`src/include/rename_params.svh`:
```
`ifndef RENAME_PARAMS_SVH
`define RENAME_PARAMS_SVH

// Register file sizes.
`define RENAME_LREGS 32
`define RENAME_PREGS 64

// Name widths.
`define RENAME_LREG_W 5
`define RENAME_PREG_W 6

// Names beyond the architectural set live in the free list.
`define RENAME_FREE_DEPTH (`RENAME_PREGS - `RENAME_LREGS)

`endif

```
`src/design/rename_pkg.sv`:
```
`include "rename_params.svh"

package rename_pkg;

	typedef logic [`RENAME_LREG_W-1:0] lreg_t;	// Logical register name.
	typedef logic [`RENAME_PREG_W-1:0] preg_t;	// Physical register name.
	typedef logic [$clog2(`RENAME_FREE_DEPTH):0] fptr_t;	// Slot index plus wrap bit.

	typedef enum logic {
		ENTRY_INIT,
		ENTRY_RUN
	} entry_state_t;

endpackage

```
`src/design/commit_if.sv`:
```
`timescale 1ns/1ps

// Restart pulse and four in-order commit candidates where cand3 is the youngest.
interface commit_if;
	logic restart;
	logic [3:0] cand_valid;
	rename_pkg::lreg_t cand_lreg [4];
	rename_pkg::preg_t cand_preg [4];

	modport sink (
		input restart,
		input cand_valid,
		input cand_lreg,
		input cand_preg
	);

endinterface

```
`src/design/rename_if.sv`:
```
`timescale 1ns/1ps

// Rename group between the free list and the map.
interface rename_if;
	logic valid0;
	rename_pkg::lreg_t ldest0;
	logic valid1;
	rename_pkg::lreg_t ldest1;
	rename_pkg::preg_t preg0;
	rename_pkg::preg_t preg1;
	logic lock;

	modport alloc (
		input valid0, valid1,
		output preg0, preg1, lock
	);

	modport map (
		input valid0, ldest0, valid1, ldest1,
		input preg0, preg1, lock
	);

	modport source (
		output valid0, ldest0, valid1, ldest1
	);

endinterface

```
`src/design/free_list.sv`:
```
`timescale 1ns/1ps
`include "rename_params.svh"

module free_list (
	input  logic iCLOCK,
	input  logic inRESET,
	input  logic stall,
	rename_if.alloc rename,
	commit_if.sink commit,
	input  logic release_valid0,
	input  logic release_valid1,
	input  rename_pkg::preg_t release_preg0,
	input  rename_pkg::preg_t release_preg1
);
	localparam int idx_w = $clog2(`RENAME_FREE_DEPTH);

	rename_pkg::preg_t slots [`RENAME_FREE_DEPTH];
	rename_pkg::entry_state_t state;
	rename_pkg::fptr_t spec_head;
	rename_pkg::fptr_t commit_head;
	rename_pkg::fptr_t tail;
	rename_pkg::fptr_t head_next;
	rename_pkg::fptr_t tail_next;
	rename_pkg::fptr_t free_count;
	rename_pkg::fptr_t alloc_cnt;
	rename_pkg::fptr_t commit_cnt;
	rename_pkg::fptr_t release_cnt;

	assign head_next = spec_head + rename_pkg::fptr_t'(1);
	assign tail_next = tail + rename_pkg::fptr_t'(release_valid0);
	assign free_count = tail - spec_head;

	assign rename.lock = stall || commit.restart || (state == rename_pkg::ENTRY_INIT) ||
		(free_count < rename_pkg::fptr_t'(2));

	// A lone valid1 takes the head slot.
	assign rename.preg0 = slots[spec_head[idx_w-1:0]];
	assign rename.preg1 = rename.valid0 ? slots[head_next[idx_w-1:0]] :
		slots[spec_head[idx_w-1:0]];

	assign alloc_cnt = rename_pkg::fptr_t'(rename.valid0) + rename_pkg::fptr_t'(rename.valid1);
	assign release_cnt = rename_pkg::fptr_t'(release_valid0) + rename_pkg::fptr_t'(release_valid1);

	always_comb begin
		commit_cnt = '0;
		for (int i = 0; i < 4; i++) begin
			commit_cnt = commit_cnt + rename_pkg::fptr_t'(commit.cand_valid[i]);
		end
	end

	// ~~~~~~~~~~~~~~~~~~~~~~~~~~~~~~~~~~~~~~~~~~~~~~~~~~~~~~~~~~~~~~~~~~~~~~~~~~~~
	// Pointers
	// ~~~~~~~~~~~~~~~~~~~~~~~~~~~~~~~~~~~~~~~~~~~~~~~~~~~~~~~~~~~~~~~~~~~~~~~~~~~~
	always_ff @(posedge iCLOCK or negedge inRESET) begin
		if (!inRESET) begin
			state <= rename_pkg::ENTRY_INIT;
			spec_head <= '0;
			commit_head <= '0;
			tail <= rename_pkg::fptr_t'(`RENAME_FREE_DEPTH);	// Full list.
		end else begin
			state <= rename_pkg::ENTRY_RUN;
			if (commit.restart) begin
				spec_head <= commit_head;	// Rewind to the committed point.
			end else if (!rename.lock) begin
				spec_head <= spec_head + alloc_cnt;
			end
			commit_head <= commit_head + commit_cnt;
			tail <= tail + release_cnt;
		end
	end

	// Slot storage.
	always_ff @(posedge iCLOCK) begin
		if (state == rename_pkg::ENTRY_INIT) begin
			for (int k = 0; k < `RENAME_FREE_DEPTH; k++) begin
				slots[k] <= rename_pkg::preg_t'(`RENAME_LREGS + k);
			end
		end else begin
			if (release_valid0) begin
				slots[tail[idx_w-1:0]] <= release_preg0;
			end
			if (release_valid1) begin
				slots[tail_next[idx_w-1:0]] <= release_preg1;
			end
		end
	end

	a_free_count_max: assert property (@(posedge iCLOCK) disable iff (!inRESET)
		free_count <= rename_pkg::fptr_t'(`RENAME_FREE_DEPTH));

	// Retire may not commit names that rename has not handed out.
	a_commit_behind_spec: assert property (@(posedge iCLOCK) disable iff (!inRESET)
		rename_pkg::fptr_t'(spec_head - commit_head) <= rename_pkg::fptr_t'(`RENAME_FREE_DEPTH));

endmodule

```
`src/design/register_renaming_table.sv`:
```
`timescale 1ns/1ps

module register_renaming_table #(
	parameter int ENTRY_ID = 0
) (
	input  logic iCLOCK,
	input  logic inRESET,
	rename_if.map rename,
	commit_if.sink commit,
	output rename_pkg::preg_t cur_preg
);
	localparam rename_pkg::lreg_t entry_lreg = rename_pkg::lreg_t'(ENTRY_ID);
	localparam rename_pkg::preg_t entry_preg = rename_pkg::preg_t'(ENTRY_ID);

	rename_pkg::entry_state_t state;
	rename_pkg::preg_t spec_preg;
	rename_pkg::preg_t rollback_preg;
	logic commit_hit;
	rename_pkg::preg_t commit_preg;

	// Later candidates are younger and override older ones.
	always_comb begin
		commit_hit = 1'b0;
		commit_preg = rollback_preg;
		for (int i = 0; i < 4; i++) begin
			if (commit.cand_valid[i] && commit.cand_lreg[i] == entry_lreg) begin
				commit_hit = 1'b1;
				commit_preg = commit.cand_preg[i];
			end
		end
	end

	always_ff @(posedge iCLOCK or negedge inRESET) begin
		if (!inRESET) begin
			state <= rename_pkg::ENTRY_INIT;
		end else begin
			state <= rename_pkg::ENTRY_RUN;	// One init cycle after reset.
		end
	end

	always_ff @(posedge iCLOCK) begin
		if (state == rename_pkg::ENTRY_INIT) begin
			spec_preg <= entry_preg;	// Identity mapping.
			rollback_preg <= entry_preg;
		end else begin
			if (commit.restart) begin
				spec_preg <= rollback_preg;
			end else if (!rename.lock) begin
				if (rename.valid1 && rename.ldest1 == entry_lreg) begin
					spec_preg <= rename.preg1;	// Slot 1 wins on equal destinations.
				end else if (rename.valid0 && rename.ldest0 == entry_lreg) begin
					spec_preg <= rename.preg0;
				end
			end
			if (commit_hit) begin
				rollback_preg <= commit_preg;
			end
		end
	end

	assign cur_preg = spec_preg;

	// Lock comes from the free list and must cover every restart.
	a_no_rename_on_restart: assert property (@(posedge iCLOCK) disable iff (!inRESET)
		!(commit.restart && !rename.lock && (rename.valid0 || rename.valid1)));

endmodule

```
`src/design/rename_map.sv`:
```
`timescale 1ns/1ps
`include "rename_params.svh"

module rename_map (
	input  logic iCLOCK,
	input  logic inRESET,
	rename_if.map rename,
	commit_if.sink commit,
	input  rename_pkg::lreg_t src0,
	input  rename_pkg::lreg_t src1,
	output rename_pkg::preg_t src_preg0,
	output rename_pkg::preg_t src_preg1,
	output rename_pkg::preg_t old0,
	output rename_pkg::preg_t old1
);
	rename_pkg::preg_t entry_preg [`RENAME_LREGS];
	logic src1_hit0;
	logic dest_same;

	// ~~~~~~~~~~~~~~~~~~~~~~~~~~~~~~~~~~~~~~~~~~~~~~~~~~~~~~~~~~~~~~~~~~~~~~~~~~~~
	// Map entries, one per logical register
	// ~~~~~~~~~~~~~~~~~~~~~~~~~~~~~~~~~~~~~~~~~~~~~~~~~~~~~~~~~~~~~~~~~~~~~~~~~~~~
	for (genvar n = 0; n < `RENAME_LREGS; n++) begin : g_entry
		register_renaming_table #(
			.ENTRY_ID (n)
		) u_entry (
			.iCLOCK   (iCLOCK),
			.inRESET  (inRESET),
			.rename   (rename),
			.commit   (commit),
			.cur_preg (entry_preg[n])
		);
	end

	// ~~~~~~~~~~~~~~~~~~~~~~~~~~~~~~~~~~~~~~~~~~~~~~~~~~~~~~~~~~~~~~~~~~~~~~~~~~~~
	// Lookup with in-group bypass
	// ~~~~~~~~~~~~~~~~~~~~~~~~~~~~~~~~~~~~~~~~~~~~~~~~~~~~~~~~~~~~~~~~~~~~~~~~~~~~
	assign src1_hit0 = rename.valid0 && (rename.ldest0 == src1);	// Reads the older result.
	assign dest_same = rename.valid0 && rename.valid1 && (rename.ldest0 == rename.ldest1);

	assign src_preg0 = entry_preg[src0];
	assign src_preg1 = src1_hit0 ? rename.preg0 : entry_preg[src1];

	// Displaced names from the map before this group lands.
	assign old0 = entry_preg[rename.ldest0];
	assign old1 = dest_same ? rename.preg0 : entry_preg[rename.ldest1];

endmodule

```
`src/design/rename_stage_top.sv`:
```
`timescale 1ns/1ps

module rename_stage_top (
	input  logic iCLOCK,
	input  logic inRESET,
	input  logic stall,
	input  logic valid0,
	input  rename_pkg::lreg_t ldest0,
	input  logic valid1,
	input  rename_pkg::lreg_t ldest1,
	input  rename_pkg::lreg_t src0,
	input  rename_pkg::lreg_t src1,
	output rename_pkg::preg_t preg0,
	output rename_pkg::preg_t preg1,
	output rename_pkg::preg_t old0,
	output rename_pkg::preg_t old1,
	output rename_pkg::preg_t src_preg0,
	output rename_pkg::preg_t src_preg1,
	output logic rename_lock,
	input  logic restart,
	input  logic cand0_valid,
	input  rename_pkg::lreg_t cand0_lreg,
	input  rename_pkg::preg_t cand0_preg,
	input  logic cand1_valid,
	input  rename_pkg::lreg_t cand1_lreg,
	input  rename_pkg::preg_t cand1_preg,
	input  logic cand2_valid,
	input  rename_pkg::lreg_t cand2_lreg,
	input  rename_pkg::preg_t cand2_preg,
	input  logic cand3_valid,
	input  rename_pkg::lreg_t cand3_lreg,
	input  rename_pkg::preg_t cand3_preg,
	input  logic release_valid0,
	input  logic release_valid1,
	input  rename_pkg::preg_t release_preg0,
	input  rename_pkg::preg_t release_preg1
);
	rename_if rn ();
	commit_if cm ();

	assign rn.valid0 = valid0;
	assign rn.ldest0 = ldest0;
	assign rn.valid1 = valid1;
	assign rn.ldest1 = ldest1;
	assign preg0 = rn.preg0;
	assign preg1 = rn.preg1;
	assign rename_lock = rn.lock;

	assign cm.restart = restart;
	assign cm.cand_valid = {cand3_valid, cand2_valid, cand1_valid, cand0_valid};
	assign cm.cand_lreg[0] = cand0_lreg;
	assign cm.cand_lreg[1] = cand1_lreg;
	assign cm.cand_lreg[2] = cand2_lreg;
	assign cm.cand_lreg[3] = cand3_lreg;	// Youngest.
	assign cm.cand_preg[0] = cand0_preg;
	assign cm.cand_preg[1] = cand1_preg;
	assign cm.cand_preg[2] = cand2_preg;
	assign cm.cand_preg[3] = cand3_preg;

	rename_map u_map (
		.iCLOCK    (iCLOCK),
		.inRESET   (inRESET),
		.rename    (rn.map),
		.commit    (cm.sink),
		.src0      (src0),
		.src1      (src1),
		.src_preg0 (src_preg0),
		.src_preg1 (src_preg1),
		.old0      (old0),
		.old1      (old1)
	);

	free_list u_free (
		.iCLOCK         (iCLOCK),
		.inRESET        (inRESET),
		.stall          (stall),
		.rename         (rn.alloc),
		.commit         (cm.sink),
		.release_valid0 (release_valid0),
		.release_valid1 (release_valid1),
		.release_preg0  (release_preg0),
		.release_preg1  (release_preg1)
	);

endmodule

```
`config.mk`:
```
export PLATFORM = sky130hd
export DESIGN_NAME = rename_stage_top
export DESIGN_NICKNAME = d
export VERILOG_FILES = /design/src/design/rename_pkg.sv /design/src/design/commit_if.sv /design/src/design/rename_if.sv /design/src/design/free_list.sv /design/src/design/register_renaming_table.sv /design/src/design/rename_map.sv /design/src/design/rename_stage_top.sv
export VERILOG_INCLUDE_DIRS = /design/src /design/src/include
export SDC_FILE = /design/constraint.sdc
export NUM_CORES = 2
export LEC_CHECK = 0
export ABC_AREA = 1
export ABC_CLOCK_PERIOD_IN_PS = 3100
export BUFFER_PORTS_ARGS = -buffer_cell sky130_fd_sc_hd__buf_2
export CORE_ASPECT_RATIO = 1.5
export CORE_MARGIN = 2
export CORE_UTILIZATION = 59
export DETAILED_ROUTE_END_ITERATION = 12
export HOLD_SLACK_MARGIN = 0.1
export PLACE_DENSITY = 0.84
export SYNTH_ARGS = -nofsm -noshare
export SYNTH_HDL_FRONTEND = slang
export SYNTH_HIERARCHICAL = 1
export SYNTH_SLANG_ARGS = --single-unit
```
`constraint.sdc`:
```
create_clock -name iCLOCK -period 3.1 [get_ports iCLOCK]
set_input_delay 0.62 -clock iCLOCK [delete_from_list [all_inputs] [get_ports iCLOCK]]
set_output_delay 0.62 -clock iCLOCK [all_outputs]
set_load 0.05 [all_outputs]
```
### Yosys cells after proc, flatten, opt, wreduce, memory -nomap -nowiden

Memories as Yosys holds them, arrays and structs flattened.
Index checks and enable logic that the tools add are counted.

* memory bits (writable): 192
* latch bits: 0
* word-level logic and storage cells: 1027
* input port bits: 88
* output and inout bits: 37
* bits in read-only memories: 0
* bits in registers: 403
* memories: 1

* bitwise gates (word level): 5
* eq/ne operators: 189
* order comparisons: 5
* reductions and logical operators: 334
* shift operators: 0
* div/mod/pow operators: 0
* multipliers: 0
* multiplexer cells: 414
* $add $sub $neg: 11

Memories
* u_free.slots: words 32, bits a word 6, read ports 2, clocked after Yosys merged registers in 0, wr ports 32, line free_list.sv:17 `` rename_pkg::preg_t slots [`RENAME_FREE_DEPTH]; ``

Operators with widths (number)
* 2-to-1 mux 6 bit: 271
* == test 5 bit (second input constant): 96
* == test 5 x 4 -> 1 bit (second input constant): 48
* logical AND 1 bit: 195
* 2-to-1 mux 1 bit: 137
* AND reduction 2 bit: 64
* nonzero test 4 bit: 32
* binary-select mux 6 bit (select 5 bit): 4
* == test 5 x 3 -> 1 bit (second input constant): 24
* nonzero test 3 bit: 32
* == test 5 x 2 -> 1 bit (second input constant): 12
* == test 5 x 1 -> 1 bit (second input constant): 6
* zero test 5 bit: 6
* >= comparator 6 bit (second input constant): 4
* inverter 5 -> 6 bit: 4
* adder 6 x 1 -> 6 bit: 2
* adder 6 x 2 -> 6 bit: 2
* OR reduction 6 bit: 2
* == test 5 bit: 2
* 2-to-1 mux 5 bit: 2
* adder 1 x 1 -> 2 bit: 3
* adder 6 bit: 1
* less-than comparator 6 x 2 -> 1 bit (second input constant): 1
* subtractor 6 bit: 1
* 5 further kinds: 7

### Depth between registers and ports, before layout

* depth in word-level cells: 7
* depth in mapped cells: 19
* gate-level depth less buffers: 17

### Cells and area by module

The synthesis kept the hierarchy.

Modules (own cells, without submodules)
* free_list: cells each 1881, times used 1, area an instance 14476.4 um^2, sequential area each 6242.2 um^2
* rename_map: cells each 1781, times used 1, area an instance 8141.6 um^2, sequential area each 0.0 um^2
* register_renaming_table at u_map.g_entry[10].u_entry ...: cells each 199, times used 4, area an instance 1156.1 um^2, sequential area each 265.3 um^2
* register_renaming_table at u_map.g_entry[21].u_entry ...: cells each 185, times used 2, area an instance 1194.9 um^2, sequential area each 265.3 um^2
* register_renaming_table at u_map.g_entry[12].u_entry ...: cells each 199, times used 2, area an instance 1186.1 um^2, sequential area each 265.3 um^2
* register_renaming_table at u_map.g_entry[1].u_entry ...: cells each 211, times used 2, area an instance 1168.6 um^2, sequential area each 265.3 um^2
* register_renaming_table at u_map.g_entry[25].u_entry ...: cells each 187, times used 2, area an instance 1162.4 um^2, sequential area each 265.3 um^2
* register_renaming_table at u_map.g_entry[29].u_entry ...: cells each 174, times used 2, area an instance 1154.9 um^2, sequential area each 265.3 um^2
* register_renaming_table at u_map.g_entry[13].u_entry ...: cells each 200, times used 2, area an instance 1149.9 um^2, sequential area each 265.3 um^2
* register_renaming_table at u_map.g_entry[11].u_entry ...: cells each 194, times used 2, area an instance 1114.8 um^2, sequential area each 265.3 um^2
* register_renaming_table at u_map.g_entry[19].u_entry: cells each 186, times used 1, area an instance 1219.9 um^2, sequential area each 265.3 um^2
* register_renaming_table at u_map.g_entry[0].u_entry: cells each 202, times used 1, area an instance 1164.9 um^2, sequential area each 265.3 um^2
* register_renaming_table at u_map.g_entry[15].u_entry: cells each 197, times used 1, area an instance 1149.9 um^2, sequential area each 265.3 um^2
* register_renaming_table at u_map.g_entry[20].u_entry: cells each 187, times used 1, area an instance 1143.6 um^2, sequential area each 265.3 um^2
* +10 rows

### Worst setup path before layout

OpenSTA, ideal clock, no wires.

* kind: register -> register
* start point: reg u_free.spec_head[1]
* end point: reg u_map.g_entry[16].u_entry.spec_preg[0]
* period minus slack after synthesis: 3.533 ns
* required time: 3.030 ns
* stages on the path, launching flop included: 14
* library setup time: 0.070 ns
* slack: -0.433 ns
* buffers on the path: 2
* arrival: 3.463 ns
* cells stage by stage: dfrtp_1 > buf_2 > inv_2 > clkbuf_1 > fa_1 > nor2_1 > nand3_1 > nor2_1 > nand2_1 > nand2_1 > inv_1 > a21oi_2 > nand2_1 > a21oi_1

* elaborated cells on any way between the ends: 12
* classes of those cells: add/sub: 2; order compare: 1; eq/ne: 1; mux: 5; reduce/logical: 2; memory: 1

RTL lines
* start: declaration: line free_list.sv:19 `rename_pkg::fptr_t spec_head;`
* start signal: assignment: line free_list.sv:63 `spec_head <= commit_head;`
* start signal: assignment: line free_list.sv:65 `spec_head <= spec_head + alloc_cnt;`
* subtractor 6 bit: line free_list.sv:31 `assign free_count = tail - spec_head;`
* less-than comparator 6 x 2 -> 1 bit: line free_list.sv:34 `(free_count < rename_pkg::fptr_t'(2));`
* logical OR 1 bit: line free_list.sv:33 `assign rename.lock = stall || commit.restart || (state == rename_pkg::ENTRY_INIT) ||`
* named net rename_lock: line rename_stage_top.sv:19 `output logic rename_lock,`
* != test 2 bit (no line)
* AND reduction 2 bit (no line)
* end signal: assignment: line register_renaming_table.sv:43 `spec_preg <= entry_preg;`
* end signal: assignment: line register_renaming_table.sv:47 `spec_preg <= rollback_preg;`
* end signal: assignment: line register_renaming_table.sv:50 `spec_preg <= rename.preg1;`
* end: declaration: line register_renaming_table.sv:16 `rename_pkg::preg_t spec_preg;`

The timed path passes the listed nets, and every way through them passes these cells. The select of a mux whose other input is x is not followed.
A chain may end at the register's enable or synchronous reset.

### Worst setup path after layout

* start point: reg u_free.spec_head[0]
* end point: out preg1[2]

* cells in the longest elaborated chain, start to end: 3

Ends and longest elaborated chain
* adder 5 x 1 -> 5 bit: line free_list.sv:29 `assign head_next = spec_head + rename_pkg::fptr_t'(1);`
* memory read (32 x 6 bit) (*)
* 2-to-1 mux 6 bit (*): line free_list.sv:38 `assign rename.preg1 = rename.valid0 ? slots[head_next[idx_w-1:0]] :`
* end: declaration: line rename_stage_top.sv:14 `output rename_pkg::preg_t preg1,`

Mark *: on every way between the ends. The rest lies on a longest branch, timed or not.

==> results <==
- The analysis attributes to cell leakage a power of 33.5 nW.
- The longest clock path from root to sink contains 3 buffers.
- The cell count after synthesis came out at 9,748.
- The setup path with the least slack is of type flip-flop to primary output.
- The net count of the finished layout is 10,100.
- The cell area that synthesis handed to floorplanning was between 50,000 and 60,000 µm².
- In this run, CTS created clock tree buffers numbering slightly above 60.
- The proportion of layout cells with a drive suffix above 1 is 0.165.
- The worst-case hold slack is between 0.3 and 0.4 ns.
- Using the TritonRoute via totals, the vias-per-cell ratio works out to roughly 6.2.
- Headroom to the max-slew limit came out at 0.245.
- The overall overflow remaining after global route is 0.
- The aggregate negative setup slack is -17.43 ns.
- The standard cell core area is ~100,000 µm².
- Across the VDD grid, the largest voltage drop is approximately 620 µV.
- The worst-case clock skew is 0.0311 ns.
- The required time at the worst-slack endpoint is 2.48 ns.
- Entering global routing, the biggest net connects between 90 and 100 pins.
- The distinct cell type count after synthesis is 54.
- Yosys mapped a number of flops with a built-in enable equal to roughly 190.
- The largest total area in the synthesized netlist belongs to nand2_1.
- The share of synthesized area in the top cell type comes to 0.186.
- For the worst-skew pair, the clock arrives at the later sink with an insertion delay of 0.71 ns.
- After clock tree synthesis, the clock-pin slew on the worst setup and hold paths is around 0.07 ns.
- After legalization and detailed placement, the total HPWL measured between 150,000 and 200,000 µm.
- The final count of hold timing violations came to 0.
- The H-tree generated during clock tree synthesis spans 2 levels.
- In this run the critical register-to-register path is captured at u_map/g_entry[8].u_entry/cur_preg[2].
- Relative to the synthesized area, the layout overhead comes to 13.1%.
- Setup slack on the critical path of the routed design comes to -0.726 ns.
- The wire length of the first global-routing pass is between 300,000 and 400,000 µm.
- Buffers placed on the I/O ports in this run total ~120.
- The final reports fail on setup timing.
- Measured in cells, the most critical reg-to-reg path has a length of 19.
- The post-placement setup slack is -0.0340 ns.
- The die covers between 100,000 and 150,000 µm².
- For this design, the sink count on the clock tree is roughly 630.
- During I/O placement, the number of pins put on the boundary was 125.
- The number of pins with negative max-slew slack in the final report was 0.
- The initial antenna violation count came to 4.
- Setup violations remaining at the end of the flow were counted as approximately 120.
- The tool flagged a number of max-cap violations equal to 0.
- The first-iteration detailed-routing DRC count is approximately 10,000.
- The floorplan has roughly 140 rows.
- The synthesis-stage register bit count is between 600 and 700.
- In the finished design, the share of the clock period the worst path needs comes to 1.23.
- Setup repair after global routing could not meet its margin everywhere.
- Across all register-to-register paths, the minimum setup slack is -0.21 ns.
- Across every metal layer, demand over resource in global routing totals 0.479.
- The cell at the root of the clock tree is clkbuf_16.
- The register area share after synthesis is 0.249.
- The last weighted congestion value of the routability-driven placer is just over 1.
- Static timing analysis puts the maximum clock frequency at 0.261 GHz.
- For the worst setup path, the data arrival time is 3.21 ns.
- Counting flops with an async set or reset pin after synthesis yields a share of 0.0813.
- The starting density of the core is 0.595.
- The beginning of the critical path is u_free/spec_head[0].
- The overall power after layout is approximately 44 mW.
- The worst-margin pin slew is 1.13 ns.
- The critical path capture point is preg1[2].
- The via count of the first global-routing pass is 64,600.
- The startpoint identified for the worst register-to-register timing path is u_free/spec_head[0].
- The net count after synthesis is 9,852.
- The number of search-and-repair iterations in the first detailed-routing pass is 8.
- Dividing total power by cell area gives a power density of ~650 nW/µm².
- The Yosys step of the flow raised 6 warnings.
- The number of nets still failing antenna checks after routing is 0.
- The flow ran to the end, but the final reports show violations.
- The largest fanout of any net on the critical path is 19.
- After detailed routing, the number of remaining DRC violations is 0.
- A synthesized cell averages between 6 and 7 µm².
- The total wirelength of the detailed-routed design is about 260,000 µm.
- nand2_1 is the most common cell in the netlist.
- The type of element capturing the critical path is a primary output.
- The flip-flop cell with the highest count after synthesis is dfxtp_1.
- The mean routed wirelength per cell is roughly 23 µm.
- In the post-synthesis netlist, the biggest area contributors are nand2_1 (19%), nand3_1 (14%), dfxtp_1 (13%), edfxtp_1 (9.7%), inv_1 (7.7%).
- The number of vias after detailed routing is a little over 70,000.
- The time the final worst path needs with I/O delays and setup is around 3.8 ns.
- The TritonCTS clock tree is yes.
- The startpoint type of the worst setup path is a flip-flop.
- In this run the worst hold path is classified as input port to asynchronous set/reset pin.
- From left edge to right edge, the die measures about 260 µm.
- The die span in y is 392 µm.
- By count the netlist is led by nand2_1 (2,941), nand3_1 (1,694), inv_1 (1,223), nor2_1 (589), a21oi_1 (528).
## state kept, by name, summed over array words and instances, names as in the netlist
register	count
u_free/spec_head	6
u_free/commit_head	6
u_map/g_entry.u_entry/state	32
u_map/g_entry.u_entry/cur_preg	192
u_free/tail	6
u_free/slots	192
u_free/state	1
u_map/g_entry.u_entry/rollback_preg	192
## final cells by class
class | count | area (µm²)
diodes | 1 | 2.50
clock buffers | 79 | 1740
clock inverters | 37 | 384
fillers | 8760 | 32600
inverters | 1381 | 5320
multi-input cells | 7357 | 37600
flip-flops and latches | 627 | 14700
well taps | 1296 | 1620
repair buffers | 558 | 5580
## layout by cell type, fill, tap and decap left out, types with 107 or more instances in the layout
| cell type | count |
|---|---|
| o21ai_1 | 207 |
| nand2_4 | 110 |
| nor2_2 | 107 |
| nor2_1 | 575 |
| a21oi_1 | 522 |
| nand2_2 | 191 |
| nand3_1 | 1620 |
| inv_1 | 1216 |
| nor2_4 | 141 |
| o211ai_1 | 152 |
| o21ai_0 | 297 |
| buf_4 | 314 |
| dfxtp_1 | 384 |
| edfxtp_1 | 192 |
| nand2_1 | 2888 |
## layer usage
metal	track usage	vias to the layer above	wire length, µm
met3	0.113	1950	32300
met4	0.492	4	32900
li1	-	31900	-
met1	0.523	31300	83300
met5	0	-	19
met2	0.750	5289	110000
## how the worst min path moves through the flow
stage                                         startpoint                                        end  slack, ns  cells after the start
3_3_place_gp   u_map/g_entry[7].u_entry/rollback_preg[1]  u_map/g_entry[7].u_entry/rollback_preg[1]       0.45                      2
5_1_grt                                          inRESET            u_map/g_entry[26].u_entry/state       0.38                      2
6_report                                         inRESET            u_map/g_entry[26].u_entry/state       0.36                      2
2_1_floorplan                                    inRESET                      u_free/commit_head[0]       0.32                      0
4_1_cts                                          inRESET            u_map/g_entry[26].u_entry/state       0.36                      2
3_5_place_dp   u_map/g_entry[3].u_entry/rollback_preg[2]  u_map/g_entry[3].u_entry/rollback_preg[2]       0.46                      2
## cell families after synthesis
logic type                 share of synthesized area
other                                        0.00209
adders and majority gates                    0.00414
and+or+nand+nor                                0.497
xor gates and xnor gates                     0.00367
DFF                                            0.249
buffers and inverters                          0.127
AOI/OAI and AO/OA                              0.118
## power by group
part	total (mW)	switching [mW]	internal (mW)
clock network	8.03	3.62	4.41
logic	25.7	17.1	8.64
registers	10.1	0.860	9.28
## worst max-delay path: stages, from the launching register on
cell,delay (ns)
dfrtp_4,0.44
buf_12,0.18
clkinv_16,0.11
buf_12,0.17
buf_12,0.15
o211ai_1,0.51
nand3_1,0.23
nand3_2,0.17
nand3_2,0.09
nand3_2,0.06
nand2_2,0.06
buf_12,0.15
buf_12,0.15
## what timing repair did
item / in CTS / in global routing
hold buffers: 1 / 0
gates cloned: 5 / 10
buffers inserted: 14 / 15
resized for setup: 154 / 129
pin swaps: 34 / 80
endpoints found under the hold margin: 12 / 0
endpoints found under the setup margin: 25 / 210
## per-stage QoR
stage	area, µm²	util	instances
floorplan	59300	-	9748
global placement	63300	0.635	11200
detailed placement	63300	0.635	11200
CTS	66200	0.664	11300
global route	67000	0.672	11300
finish	67000	0.672	11300
(Power assumes the default switching activity.)
